## src/verilog/mgmt_consts.svh

```systemverilog
// management port constants
`ifndef MGMT_CONSTS_SVH
`define MGMT_CONSTS_SVH

//////////////////////
// module ids
`define MGMT_MID_BANK0          7'd0    // on-chip bank 0
`define MGMT_MID_BANK1          7'd8    // on-chip bank 1
`define MGMT_MID_EXT            7'd122  // external target port

//////////////////////
// command type codes
`define MGMT_TYPE_WR            2'b01
`define MGMT_TYPE_RD            2'b10
`define MGMT_TYPE_ACK           2'b11

//////////////////////
// sizing
`define MGMT_BANK_DEPTH         16      // words per bank
`define MGMT_RSP_TIMEOUT        16      // cycles to wait on the external target

`endif

```

## src/verilog/mgmt_pkg.sv

```systemverilog
// management port types
package mgmt_pkg;

        typedef logic [6:0]  mid_t;
        typedef logic [18:0] maddr_t;
        typedef logic [31:0] mdata_t;
        typedef logic [1:0]  cmd_type_t;

        // 64-bit command word, also used for acks
        typedef struct packed {
                cmd_type_t  cmd_type;   // [63:62]
                logic       addr_fixed; // [61]
                logic [1:0] rsvd;       // [60:59]
                logic       err;        // [58] timeout flag in acks
                mid_t       mid;        // [57:51]
                maddr_t     maddr;      // [50:32]
                mdata_t     data;       // [31:0]
        } mgmt_cmd_t;

        typedef struct packed {
                logic       wr;
                logic       rd;
                maddr_t     maddr;
                logic       addr_fixed;
                mdata_t     wdata;
        } mgmt_req_t;

        typedef struct packed {
                logic       wr;         // one-cycle response strobe
                maddr_t     maddr;
                logic       addr_fixed;
                mdata_t     rdata;
        } mgmt_rsp_t;

        typedef enum logic {ST_IDLE, ST_WAIT_RSP} disp_state_t;

endpackage

```

## src/verilog/register_bank.sv

```systemverilog
// on-chip register bank
`timescale 1ns/1ps
`include "mgmt_consts.svh"

module register_bank (
        input  logic                i_clk,
        input  logic                i_rst_n,
        input  mgmt_pkg::mgmt_req_t i_req,
        output mgmt_pkg::mgmt_rsp_t o_rsp
);

        localparam int AW = $clog2(`MGMT_BANK_DEPTH);

        mgmt_pkg::mdata_t mem [`MGMT_BANK_DEPTH];
        logic [AW-1:0]    idx;

        assign idx = i_req.maddr[AW-1:0]; // upper maddr bits ignored

        //////////////////////
        // storage
        always_ff @(posedge i_clk or negedge i_rst_n) begin
                if (!i_rst_n) begin
                        for (int i = 0; i < `MGMT_BANK_DEPTH; i++) begin
                                mem[i] <= '0;
                        end
                end else if (i_req.wr) begin
                        mem[idx] <= i_req.wdata;
                end
        end

        //////////////////////
        // read response
        always_ff @(posedge i_clk or negedge i_rst_n) begin
                if (!i_rst_n) begin
                        o_rsp <= '0;
                end else begin
                        o_rsp.wr <= i_req.rd; // strobe only on reads
                        if (i_req.rd) begin
                                o_rsp.maddr      <= i_req.maddr;
                                o_rsp.addr_fixed <= i_req.addr_fixed;
                                o_rsp.rdata      <= mem[idx];
                        end
                end
        end

endmodule

```

## src/verilog/response_timer.sv

```systemverilog
// external response timer
`timescale 1ns/1ps
`include "mgmt_consts.svh"

module response_timer (
        input  logic i_clk,
        input  logic i_rst_n,
        input  logic i_start,
        input  logic i_stop,
        output logic o_expired
);

        localparam int CNT_W = $clog2(`MGMT_RSP_TIMEOUT) + 1;

        logic [CNT_W-1:0] cnt;
        logic [CNT_W-1:0] cnt_nxt;
        logic             armed;

        assign cnt_nxt = cnt + 1'b1;

        always_ff @(posedge i_clk or negedge i_rst_n) begin
                if (!i_rst_n) begin
                        cnt       <= '0;
                        armed     <= 1'b0;
                        o_expired <= 1'b0;
                end else begin
                        o_expired <= 1'b0;
                        if (i_start) begin
                                cnt   <= '0;
                                armed <= 1'b1;
                        end else if (i_stop) begin
                                armed <= 1'b0; // answered in time
                        end else if (armed) begin
                                cnt <= cnt_nxt;
                                if (cnt_nxt == CNT_W'(`MGMT_RSP_TIMEOUT)) begin
                                        o_expired <= 1'b1;
                                        armed     <= 1'b0;
                                end
                        end
                end
        end

endmodule

```

## src/verilog/command_dispatch_fsm.sv

```systemverilog
// command dispatcher
`timescale 1ns/1ps
`include "mgmt_consts.svh"

module command_dispatch_fsm (
        input  logic                i_clk,
        input  logic                i_rst_n,
        input  logic                i_cmd_wr,
        input  mgmt_pkg::mgmt_cmd_t i_cmd,
        output logic                o_cmd_ready,
        output mgmt_pkg::mgmt_req_t o_bank0_req,
        output mgmt_pkg::mgmt_req_t o_bank1_req,
        output mgmt_pkg::mgmt_req_t o_ext_req,
        input  mgmt_pkg::mgmt_rsp_t i_ext_rsp,
        output mgmt_pkg::mgmt_rsp_t o_ext_rsp_gated,
        output logic                o_timer_start,
        output logic                o_timer_stop,
        input  logic                i_timer_expired,
        output mgmt_pkg::mgmt_rsp_t o_timeout_rsp
);

        localparam logic [1:0] BANK_RD_WAIT = 2'd2; // bank rsp stage + ack stage

        mgmt_pkg::disp_state_t state;
        mgmt_pkg::mgmt_cmd_t   cmd_q;
        mgmt_pkg::mgmt_req_t   req_next;
        logic                  cmd_vld;
        logic                  cmd_take;
        logic                  cmd_known;
        logic                  q_wr;
        logic                  q_rd;
        logic                  q_ext;
        logic                  wait_ext;
        logic [1:0]            lat_cnt;
        logic                  req_busy;
        logic                  rsp_gate;

        //////////////////////
        // command intake
        assign cmd_known = ((i_cmd.mid == `MGMT_MID_BANK0) ||
                            (i_cmd.mid == `MGMT_MID_BANK1) ||
                            (i_cmd.mid == `MGMT_MID_EXT)) &&
                           ((i_cmd.cmd_type == `MGMT_TYPE_WR) ||
                            (i_cmd.cmd_type == `MGMT_TYPE_RD));
        assign cmd_take  = i_cmd_wr && o_cmd_ready;
        assign req_busy  = o_bank0_req.wr || o_bank0_req.rd || o_bank1_req.wr ||
                           o_bank1_req.rd || o_ext_req.wr || o_ext_req.rd;
        assign o_cmd_ready = (state == mgmt_pkg::ST_IDLE) && !cmd_vld && !req_busy;

        always_ff @(posedge i_clk) begin
                if (cmd_take) begin
                        cmd_q <= i_cmd;
                end
        end

        always_ff @(posedge i_clk or negedge i_rst_n) begin
                if (!i_rst_n) begin
                        cmd_vld <= 1'b0;
                end else begin
                        cmd_vld <= cmd_take && cmd_known; // unknown mid dropped here
                end
        end

        assign q_wr  = (cmd_q.cmd_type == `MGMT_TYPE_WR);
        assign q_rd  = (cmd_q.cmd_type == `MGMT_TYPE_RD);
        assign q_ext = (cmd_q.mid == `MGMT_MID_EXT);
        assign req_next = '{wr: q_wr, rd: q_rd, maddr: cmd_q.maddr,
                            addr_fixed: cmd_q.addr_fixed, wdata: cmd_q.data};

        //////////////////////
        // request strobes
        always_ff @(posedge i_clk or negedge i_rst_n) begin
                if (!i_rst_n) begin
                        o_bank0_req <= '0;
                        o_bank1_req <= '0;
                        o_ext_req   <= '0;
                end else begin
                        o_bank0_req <= '0;
                        o_bank1_req <= '0;
                        o_ext_req   <= '0;
                        if (cmd_vld) begin
                                case (cmd_q.mid)
                                        `MGMT_MID_BANK0: o_bank0_req <= req_next;
                                        `MGMT_MID_BANK1: o_bank1_req <= req_next;
                                        default:         o_ext_req   <= req_next;
                                endcase
                        end
                end
        end

        //////////////////////
        // read wait
        always_ff @(posedge i_clk or negedge i_rst_n) begin
                if (!i_rst_n) begin
                        state    <= mgmt_pkg::ST_IDLE;
                        wait_ext <= 1'b0;
                        lat_cnt  <= '0;
                end else begin
                        case (state)
                                mgmt_pkg::ST_IDLE: begin
                                        if (cmd_vld && q_rd) begin
                                                state    <= mgmt_pkg::ST_WAIT_RSP;
                                                wait_ext <= q_ext;
                                                lat_cnt  <= BANK_RD_WAIT;
                                        end
                                end
                                mgmt_pkg::ST_WAIT_RSP: begin
                                        if (wait_ext) begin
                                                if (o_ext_rsp_gated.wr || i_timer_expired) begin
                                                        state <= mgmt_pkg::ST_IDLE;
                                                end
                                        end else if (lat_cnt == 2'd0) begin
                                                state <= mgmt_pkg::ST_IDLE; // bank ack is out
                                        end else begin
                                                lat_cnt <= lat_cnt - 2'd1;
                                        end
                                end
                                default: state <= mgmt_pkg::ST_IDLE;
                        endcase
                end
        end

        // only an outstanding external read lets the response through
        assign rsp_gate        = (state == mgmt_pkg::ST_WAIT_RSP) && wait_ext;
        assign o_ext_rsp_gated = rsp_gate ? i_ext_rsp : '0;
        assign o_timer_start   = cmd_vld && q_rd && q_ext;
        assign o_timer_stop    = o_ext_rsp_gated.wr;
        assign o_timeout_rsp   = '{wr: rsp_gate && i_timer_expired, maddr: cmd_q.maddr,
                                   addr_fixed: cmd_q.addr_fixed, rdata: '0};

endmodule

```

## src/verilog/commandack_generate.sv

```systemverilog
// command ack merge
`timescale 1ns/1ps
`include "mgmt_consts.svh"

module commandack_generate (
        input  logic                i_clk,
        input  logic                i_rst_n,
        input  mgmt_pkg::mgmt_rsp_t i_bank0_rsp,
        input  mgmt_pkg::mgmt_rsp_t i_bank1_rsp,
        input  mgmt_pkg::mgmt_rsp_t i_ext_rsp,
        input  mgmt_pkg::mgmt_rsp_t i_timeout_rsp,
        output logic                o_ack_wr,
        output mgmt_pkg::mgmt_cmd_t o_ack
);

        // pack one target response into the ack layout
        function automatic mgmt_pkg::mgmt_cmd_t make_ack(input mgmt_pkg::mgmt_rsp_t rsp,
                                                         input mgmt_pkg::mid_t mid,
                                                         input logic err);
                mgmt_pkg::mgmt_cmd_t ack;
                ack            = '0;
                ack.cmd_type   = `MGMT_TYPE_ACK;
                ack.addr_fixed = rsp.addr_fixed;
                ack.err        = err;
                ack.mid        = mid;
                ack.maddr      = rsp.maddr;
                ack.data       = rsp.rdata;
                return ack;
        endfunction

        //////////////////////
        // priority merge
        always_ff @(posedge i_clk or negedge i_rst_n) begin
                if (!i_rst_n) begin
                        o_ack_wr <= 1'b0;
                        o_ack    <= '0;
                end else begin
                        o_ack_wr <= i_bank0_rsp.wr || i_bank1_rsp.wr ||
                                    i_ext_rsp.wr || i_timeout_rsp.wr;
                        if (i_bank0_rsp.wr) begin
                                o_ack <= make_ack(i_bank0_rsp, `MGMT_MID_BANK0, 1'b0);
                        end else if (i_bank1_rsp.wr) begin
                                o_ack <= make_ack(i_bank1_rsp, `MGMT_MID_BANK1, 1'b0);
                        end else if (i_ext_rsp.wr) begin
                                o_ack <= make_ack(i_ext_rsp, `MGMT_MID_EXT, 1'b0);
                        end else if (i_timeout_rsp.wr) begin
                                o_ack <= make_ack(i_timeout_rsp, `MGMT_MID_EXT, 1'b1); // no answer
                        end else begin
                                o_ack <= '0;
                        end
                end
        end

endmodule

```

## src/verilog/mgmt_top.sv

```systemverilog
// management port top level
`timescale 1ns/1ps

module mgmt_top (
        input  logic                i_clk,
        input  logic                i_rst_n,
        input  logic                i_cmd_wr,
        input  mgmt_pkg::mgmt_cmd_t i_cmd,
        output logic                o_cmd_ready,
        output mgmt_pkg::mgmt_req_t o_ext_req,
        input  mgmt_pkg::mgmt_rsp_t i_ext_rsp,
        output logic                o_ack_wr,
        output mgmt_pkg::mgmt_cmd_t o_ack
);

        mgmt_pkg::mgmt_req_t bank0_req;
        mgmt_pkg::mgmt_req_t bank1_req;
        mgmt_pkg::mgmt_rsp_t bank0_rsp;
        mgmt_pkg::mgmt_rsp_t bank1_rsp;
        mgmt_pkg::mgmt_rsp_t ext_rsp_gated;
        mgmt_pkg::mgmt_rsp_t timeout_rsp;
        logic                timer_start;
        logic                timer_stop;
        logic                timer_expired;

        command_dispatch_fsm u_dispatch (
                .i_clk           (i_clk),
                .i_rst_n         (i_rst_n),
                .i_cmd_wr        (i_cmd_wr),
                .i_cmd           (i_cmd),
                .o_cmd_ready     (o_cmd_ready),
                .o_bank0_req     (bank0_req),
                .o_bank1_req     (bank1_req),
                .o_ext_req       (o_ext_req),
                .i_ext_rsp       (i_ext_rsp),
                .o_ext_rsp_gated (ext_rsp_gated),
                .o_timer_start   (timer_start),
                .o_timer_stop    (timer_stop),
                .i_timer_expired (timer_expired),
                .o_timeout_rsp   (timeout_rsp)
        );

        response_timer u_timer (
                .i_clk     (i_clk),
                .i_rst_n   (i_rst_n),
                .i_start   (timer_start),
                .i_stop    (timer_stop),
                .o_expired (timer_expired)
        );

        register_bank u_bank0 (.i_clk(i_clk), .i_rst_n(i_rst_n), .i_req(bank0_req), .o_rsp(bank0_rsp));
        register_bank u_bank1 (.i_clk(i_clk), .i_rst_n(i_rst_n), .i_req(bank1_req), .o_rsp(bank1_rsp));

        commandack_generate u_ack (
                .i_clk         (i_clk),
                .i_rst_n       (i_rst_n),
                .i_bank0_rsp   (bank0_rsp),
                .i_bank1_rsp   (bank1_rsp),
                .i_ext_rsp     (ext_rsp_gated),
                .i_timeout_rsp (timeout_rsp),
                .o_ack_wr      (o_ack_wr),
                .o_ack         (o_ack)
        );

endmodule

```

## config.mk

```make
export PLATFORM = sky130hd
export DESIGN_NAME = mgmt_top
export DESIGN_NICKNAME = d
export VERILOG_FILES = /design/src/verilog/mgmt_pkg.sv /design/src/verilog/register_bank.sv /design/src/verilog/response_timer.sv /design/src/verilog/command_dispatch_fsm.sv /design/src/verilog/commandack_generate.sv /design/src/verilog/mgmt_top.sv
export VERILOG_INCLUDE_DIRS = /design/src /design/src/verilog
export SDC_FILE = /design/constraint.sdc
export NUM_CORES = 2
export LEC_CHECK = 0
export ABC_CLOCK_PERIOD_IN_PS = 7100
export BUFFER_PORTS_ARGS = -buffer_cell sky130_fd_sc_hd__buf_2
export CORE_MARGIN = 4
export CORE_UTILIZATION = 50
export DETAILED_ROUTE_END_ITERATION = 6
export PLACE_DENSITY = 0.67
export SLEW_MARGIN = 20
export SYNTH_ARGS = -nofsm -noshare
export SYNTH_HDL_FRONTEND = slang
export SYNTH_SLANG_ARGS = --single-unit
```

## constraint.sdc

```tcl
create_clock -name i_clk -period 7.1 [get_ports i_clk]
set_clock_uncertainty 0.1 [all_clocks]
set_input_delay 0.355 -clock i_clk [delete_from_list [all_inputs] [get_ports i_clk]]
set_output_delay 0.355 -clock i_clk [all_outputs]
set_load 0.01 [all_outputs]
```

After elaboration in Yosys (flattened, before gate mapping)
Index checks and enable logic that the tools add are counted.
Operators by class
  add/subtract/negate cells: 2
  magnitude comparators: 4
  eq/ne operators: 13
  multiplexer cells: 43
  bitwise operators: 3
  reduce and logical (&&, ||, !) cells: 33
Operators with widths (count)
  512-bit bitwise mux: 2
  54-bit two-way mux: 6
  32-bit binary-select mux with 4-bit select: 2
  32-bit demux with 4-bit select: 2
  64-bit two-way mux: 4
  32-bit two-way mux: 6
  53-bit two-way mux: 1
  5-bit two-way mux: 3
  7-bit by 4-bit equality test with 1-bit output (second input constant): 2
  7-bit equality test (second input constant): 2
  7-bit zero test: 2
  1-bit logical OR: 12
  1-bit two-way mux: 12
  1-bit logical AND: 11
  5-bit greater-or-equal comparator (second input constant): 2
  5-bit by 1-bit less-than comparator with 1-bit output (second input constant): 2
  4-bit inverter with 5-bit output: 2
  2-bit != test (second input constant): 4
  2-bit two-way mux: 3
  5-bit by 1-bit adder with 5-bit output (second input constant): 1
  5-bit equality test (second input constant): 1
  2-bit by 1-bit equality test with 1-bit output (second input constant): 2
  2-bit equality test (second input constant): 2
  2-bit one-hot mux with 2 select lines: 1
  9 further kinds: 11
Storage, ports and cells
  bits in registers: 1430
  input bits: 120

Longest topological paths before layout
  depth in word-level cells: 9
  mapped depth: 8
  depth with buffers taken out: 6

Cells and area by module
A second synthesis with hierarchy kept.
Unflattened totals
  cell total of the unflattened synthesis: 4320
  area, all modules: 62212.2 sq um
By module, submodules not included
  register_bank: times used 2, cells each 1728, area each 24950.2 sq um
  command_dispatch_fsm: times used 1, cells each 565, area each 8232.9 sq um
  commandack_generate: times used 1, cells each 263, area each 3681.0 sq um
  response_timer: times used 1, cells each 36, area each 397.9 sq um

Worst setup path before layout
OpenSTA, ideal clock, no wires.
  path kind: flip-flop to flip-flop
  start point: register u_dispatch.cmd_vld
  end point: register u_dispatch.cmd_q[0] in the netlist's numbering, enable pin
  arrival: 2.704 ns
  required time: 6.575 ns
  slack: 3.871 ns
  cell stages (with the launch flop): 6
  buffers on the path: 1
  path through: dfrtp_1 -> clkbuf_1 -> nor4_1 -> nand2_1 -> nor3_1 -> and2_1
On the way
  cells in the longest elaborated chain, start to end: 4
RTL lines
  start: declaration: line command_dispatch_fsm.sv:27  | logic cmd_vld;
  start signal: assignment: line command_dispatch_fsm.sv:60  | cmd_vld <= cmd_take && cmd_known;
  1-bit zero test: line command_dispatch_fsm.sv:48  | assign o_cmd_ready = (state == mgmt_pkg::ST_IDLE) && !cmd_vld && !req_busy;
  1-bit logical AND (2 in a row): line command_dispatch_fsm.sv:48
  net o_cmd_ready: line mgmt_top.sv:9  | output logic o_cmd_ready,
  1-bit logical AND: line command_dispatch_fsm.sv:45  | assign cmd_take = i_cmd_wr && o_cmd_ready;
  net u_dispatch.cmd_take: line command_dispatch_fsm.sv:28  | logic cmd_take;
  end signal: assignment: line command_dispatch_fsm.sv:52  | cmd_q <= i_cmd;
  end: declaration: line command_dispatch_fsm.sv:25  | mgmt_pkg::mgmt_cmd_t cmd_q;
The timed path passes the listed nets, and every way through them passes these cells.
A chain may end at the register's enable or synchronous reset.

Final worst setup path
  start point: register u_dispatch.o_bank1_req[33] in the netlist's numbering
  end point: register u_bank1.o_rsp[22] in the netlist's numbering
On the way
  cells in the longest elaborated chain, start to end: 4
RTL lines
  start: declaration: line command_dispatch_fsm.sv:12  | output mgmt_pkg::mgmt_req_t o_bank1_req,
  start signal: assignment: line command_dispatch_fsm.sv:84  | `MGMT_MID_BANK1: o_bank1_req <= req_next;
  4-bit inverter with 5-bit output (not written as such): line register_bank.sv:41  | o_rsp.rdata <= mem[idx];
  32-bit binary-select mux with 4-bit select: line register_bank.sv:41
  32-bit two-way mux (not written as such) (2 in a row): line register_bank.sv:41
  end: declaration: line register_bank.sv:9  | output mgmt_pkg::mgmt_rsp_t o_rsp
Every way passes these cells. The select of a mux whose other input is x is not followed.

==> run metrics <==
Leak Pwr 0.03152 uW; cell area after synthesis 60,200 um^2; status complete, but fails checks; RSZ-0062 raised after global routing false; vias in the first global route 37,940; Worst R2R Setup Slack 3420 ps; met1 track demand over resource 36.26%; post_cts resized 0; PortBufs 232; slew margin rel. 25.00%; Seq/Total Area, Yosys 59.62%; CP Capture Type flop; GRT busiest layer met2; grt met3 use 4.761%; pwr dens 237.5 nW/um^2; crit path max-delay cell type buf_4; Max Cap Violations 0; initial antenna violation count 10; violated checks design-rule violations; Hold Crit Class input pin to flop; Crit path max-delay family buffers and inverters; cts bufs inserted 150; top post-synthesis cells by area dfrtp_1 57%, mux2_2 19%, mux2i_1 6.4%; core area 119,800 um^2; fraction of registers with async set/reset 95.71%; Synth top cells by count 1,361 x dfrtp_1, 1,040 x mux2_2, 384 x mux2i_1, 339 x nor2_1, 165 x clkbuf_1; GPL Wtd Cong 0.7768; initial DRC count 2,882; Slew Limit Fails 0; clk buf depth 3; Most used DFF post-synth dfrtp_1; Clk pin slew, worst setup/hold paths 60 ps; root buffer cell clkbuf_16; post-CTS setup buffer count 0; kind of critical path flop to flop; critical-path maximum fanout 51; Setup crit start kind flop; Seq cells post-synth 1,422; DP Wirelength 94,330 um; critical path cell sequence buf_4 -> buf_4 -> mux4_2 -> o21ai_0 -> a31oi_1; DR WL/cell 25.77 um; largest net degree at the start of global routing 173; met2 Usage GRT 40.85%; Syn. warnings 0; Final Hold Fails 0; Crit path top cell by count buf_4; Synth Instances 4,301; DRT antenna net count 0; Die ar. 126,000 um^2; top cell type's share of synthesized area 56.57%; Design Area, Final 68,670 um^2; post-synth cell types 46; final critical-path required period 3676 ps; Rows 127; Initial Util 50.25%; clock latency on the worst-skew pair 760 ps; via count 36,680; Total GRT Usage 25.53%; most frequent cell after synthesis dfrtp_1; io pins 240; filler instances 9,573; VDD IR max 0.0002310 V; final wirelength 161,100 um; Synth area leader dfrtp_1; register area 35,920 um^2; final setup vio count 0; die width 355.0 um; layout cells sized above 1 36.94%; DRC 2; clock sink count 1,422; EDFF count, synth 61; fin util 57.31%; multi-input logic area 22,800 um^2; Layout Nets 4,637; drt pass-1 iters 7; first-pass GRT wire length 243,100 um; Vias/cell 5.866; placed inst area 62,640 um^2; # H-tree levels 4; Mapped Avg Cell Area 14.00 um^2; Congestion Overflow GR 0; WP buf/inv 2; area grow syn2layout 14.07%; CTS tree built; Worst EP required 7580 ps; Critical Path AT 4160 ps; Die Y-Extent 355.0 um; final worst path period share 51.78%; Slew @ Worst Pin 1120 ps; max frequency 272.0 MHz; CP peak stage delay 890 ps; Setup TNS 0 ps
## cells by family (layout without fill, tap and decap cells)
group / count (synthesis) / after routing / share of synthesized area (%)
mux: 1512 / 1512 / 28.68
flops: 1422 / 1422 / 59.62
buf+inv: 366 / 697 / 2.916
other cells: 1 / 10 / 0.006229
compound gates: 437 / 437 / 4.722
simple gates: 555 / 555 / 3.930
xor+xnor: 6 / 6 / 0.08729
fa+ha+maj: 2 / 2 / 0.04156
## flip-flops by register name, summed over array words and instances, names as in the netlist
name / count
u_dispatch.cmd_vld: 1
u_dispatch.o_timeout_rsp: 20
u_timer.cnt: 5
u_ack.o_ack_wr: 1
u_bank0.mem: 512
u_dispatch.o_ext_req: 54
u_dispatch.cmd_q: 41
u_dispatch.o_bank0_req: 54
u_timer.armed: 1
u_dispatch.wait_ext: 1
u_dispatch.state: 1
u_bank1.o_rsp: 53
u_timer.o_expired: 1
u_dispatch.o_bank1_req: 54
u_bank1.mem: 512
u_bank0.o_rsp: 53
u_ack.o_ack: 56
u_dispatch.lat_cnt: 2
## worst register-to-register path, cell delays in order, from the launching register on
cell,delay [ps]
dfrtp_4,860
buf_4,910
buf_4,750
mux4_2,600
o21ai_0,190
a31oi_1,110
## metrics by stage
stage / std cells / total power [uW] / setup WS (ps) / hold slack (ps)
after CTS: 6247 / 16440 / 3395 / 19.82
after global placement: 5866 / 8596 / 3400 / 355.8
after floorplan: 4304 / 8380 / 3871 / -40.59
after global routing: 6250 / 16810 / 3237 / 64.00
after detailed placement: 5867 / 8600 / 3407 / 358.1
final: 6253 / 16310 / 3424 / 86.68
## area by class of cell
type | instances | share of cell area (%)
Tap cell | 1612 | 2.937
Timing Repair Buffer | 422 | 4.329
Clock buffer | 223 | 6.485
Clock inverter | 49 | 0.6942
Inverter | 3 | 0.01640
Antenna cell | 6 | 0.02186
Multi-Input combinational cell | 2516 | 33.20
Sequential cell | 1422 | 52.31
## cells in the final DEF, fill, tap and decap left out, types with 6 or more instances in the layout
cell type,netlist,layout
edfxtp_1,61,61
o22ai_1,129,129
buf_12,0,9
o21ai_1,13,13
mux4_2,64,64
clkbuf_1,165,35
clkbuf_8,0,34
nor2_1,339,321
mux2_1,24,24
diode_2,0,6
mux2i_1,384,384
nand3b_1,11,11
a31oi_1,97,97
o21ai_0,88,88
dfrtp_4,0,7
o31ai_1,21,21
dlygate4sd3_1,0,108
bufinv_16,0,6
nand3_1,9,7
dfrtp_1,1361,1348
clkbuf_16,0,154
nand2_2,1,7
a221oi_1,84,84
nand2_1,122,116
nor3_4,0,7
dfrtp_2,0,6
clkinv_2,0,31
nor2_4,0,18
mux2_2,1040,1040
buf_2,134,231
and2_1,36,33
buf_4,51,74
## layer usage
metal  part of all wire (%)  vias to the layer above
met1                     45                    19530
met4                    2.3                        2
li1                       -                    15950
met2                     47                      947
met3                    5.8                      253
met5                 0.0081                        -
## what timing repair did
| action | CTS | global route |
|---|---|---|
| hold buffers | 108 | 0 |
| endpoints found under the setup margin | 0 | 0 |
| endpoints found under the hold margin | 243 | 0 |
## worst paths after layout
| kind | start | endpoint | cells past startpoint |
|---|---|---|---|
| max | u_dispatch.o_bank1_req[33] | u_bank1.o_rsp[22] | 5 |
| min | i_ext_rsp[9] | u_ack.o_ack[9] | 3 |
| max reg2reg | u_dispatch.o_bank1_req[33] | u_bank1.o_rsp[22] | 5 |
| min reg2reg | u_bank0.o_rsp[4] | u_ack.o_ack[4] | 2 |
| max in group asynchronous | i_rst_n | u_dispatch.o_bank1_req[35] | 3 |
| min in group asynchronous | i_rst_n | u_bank0.mem[361] | 2 |
## power breakdown
part / switching, uW / internal [uW]
Clock: 3240 / 4570
Combinational: 202 / 83.6
Sequential: 19.6 / 8190
Total: 3470 / 12800
No activity file was read; power rests on OpenSTA's default activity.
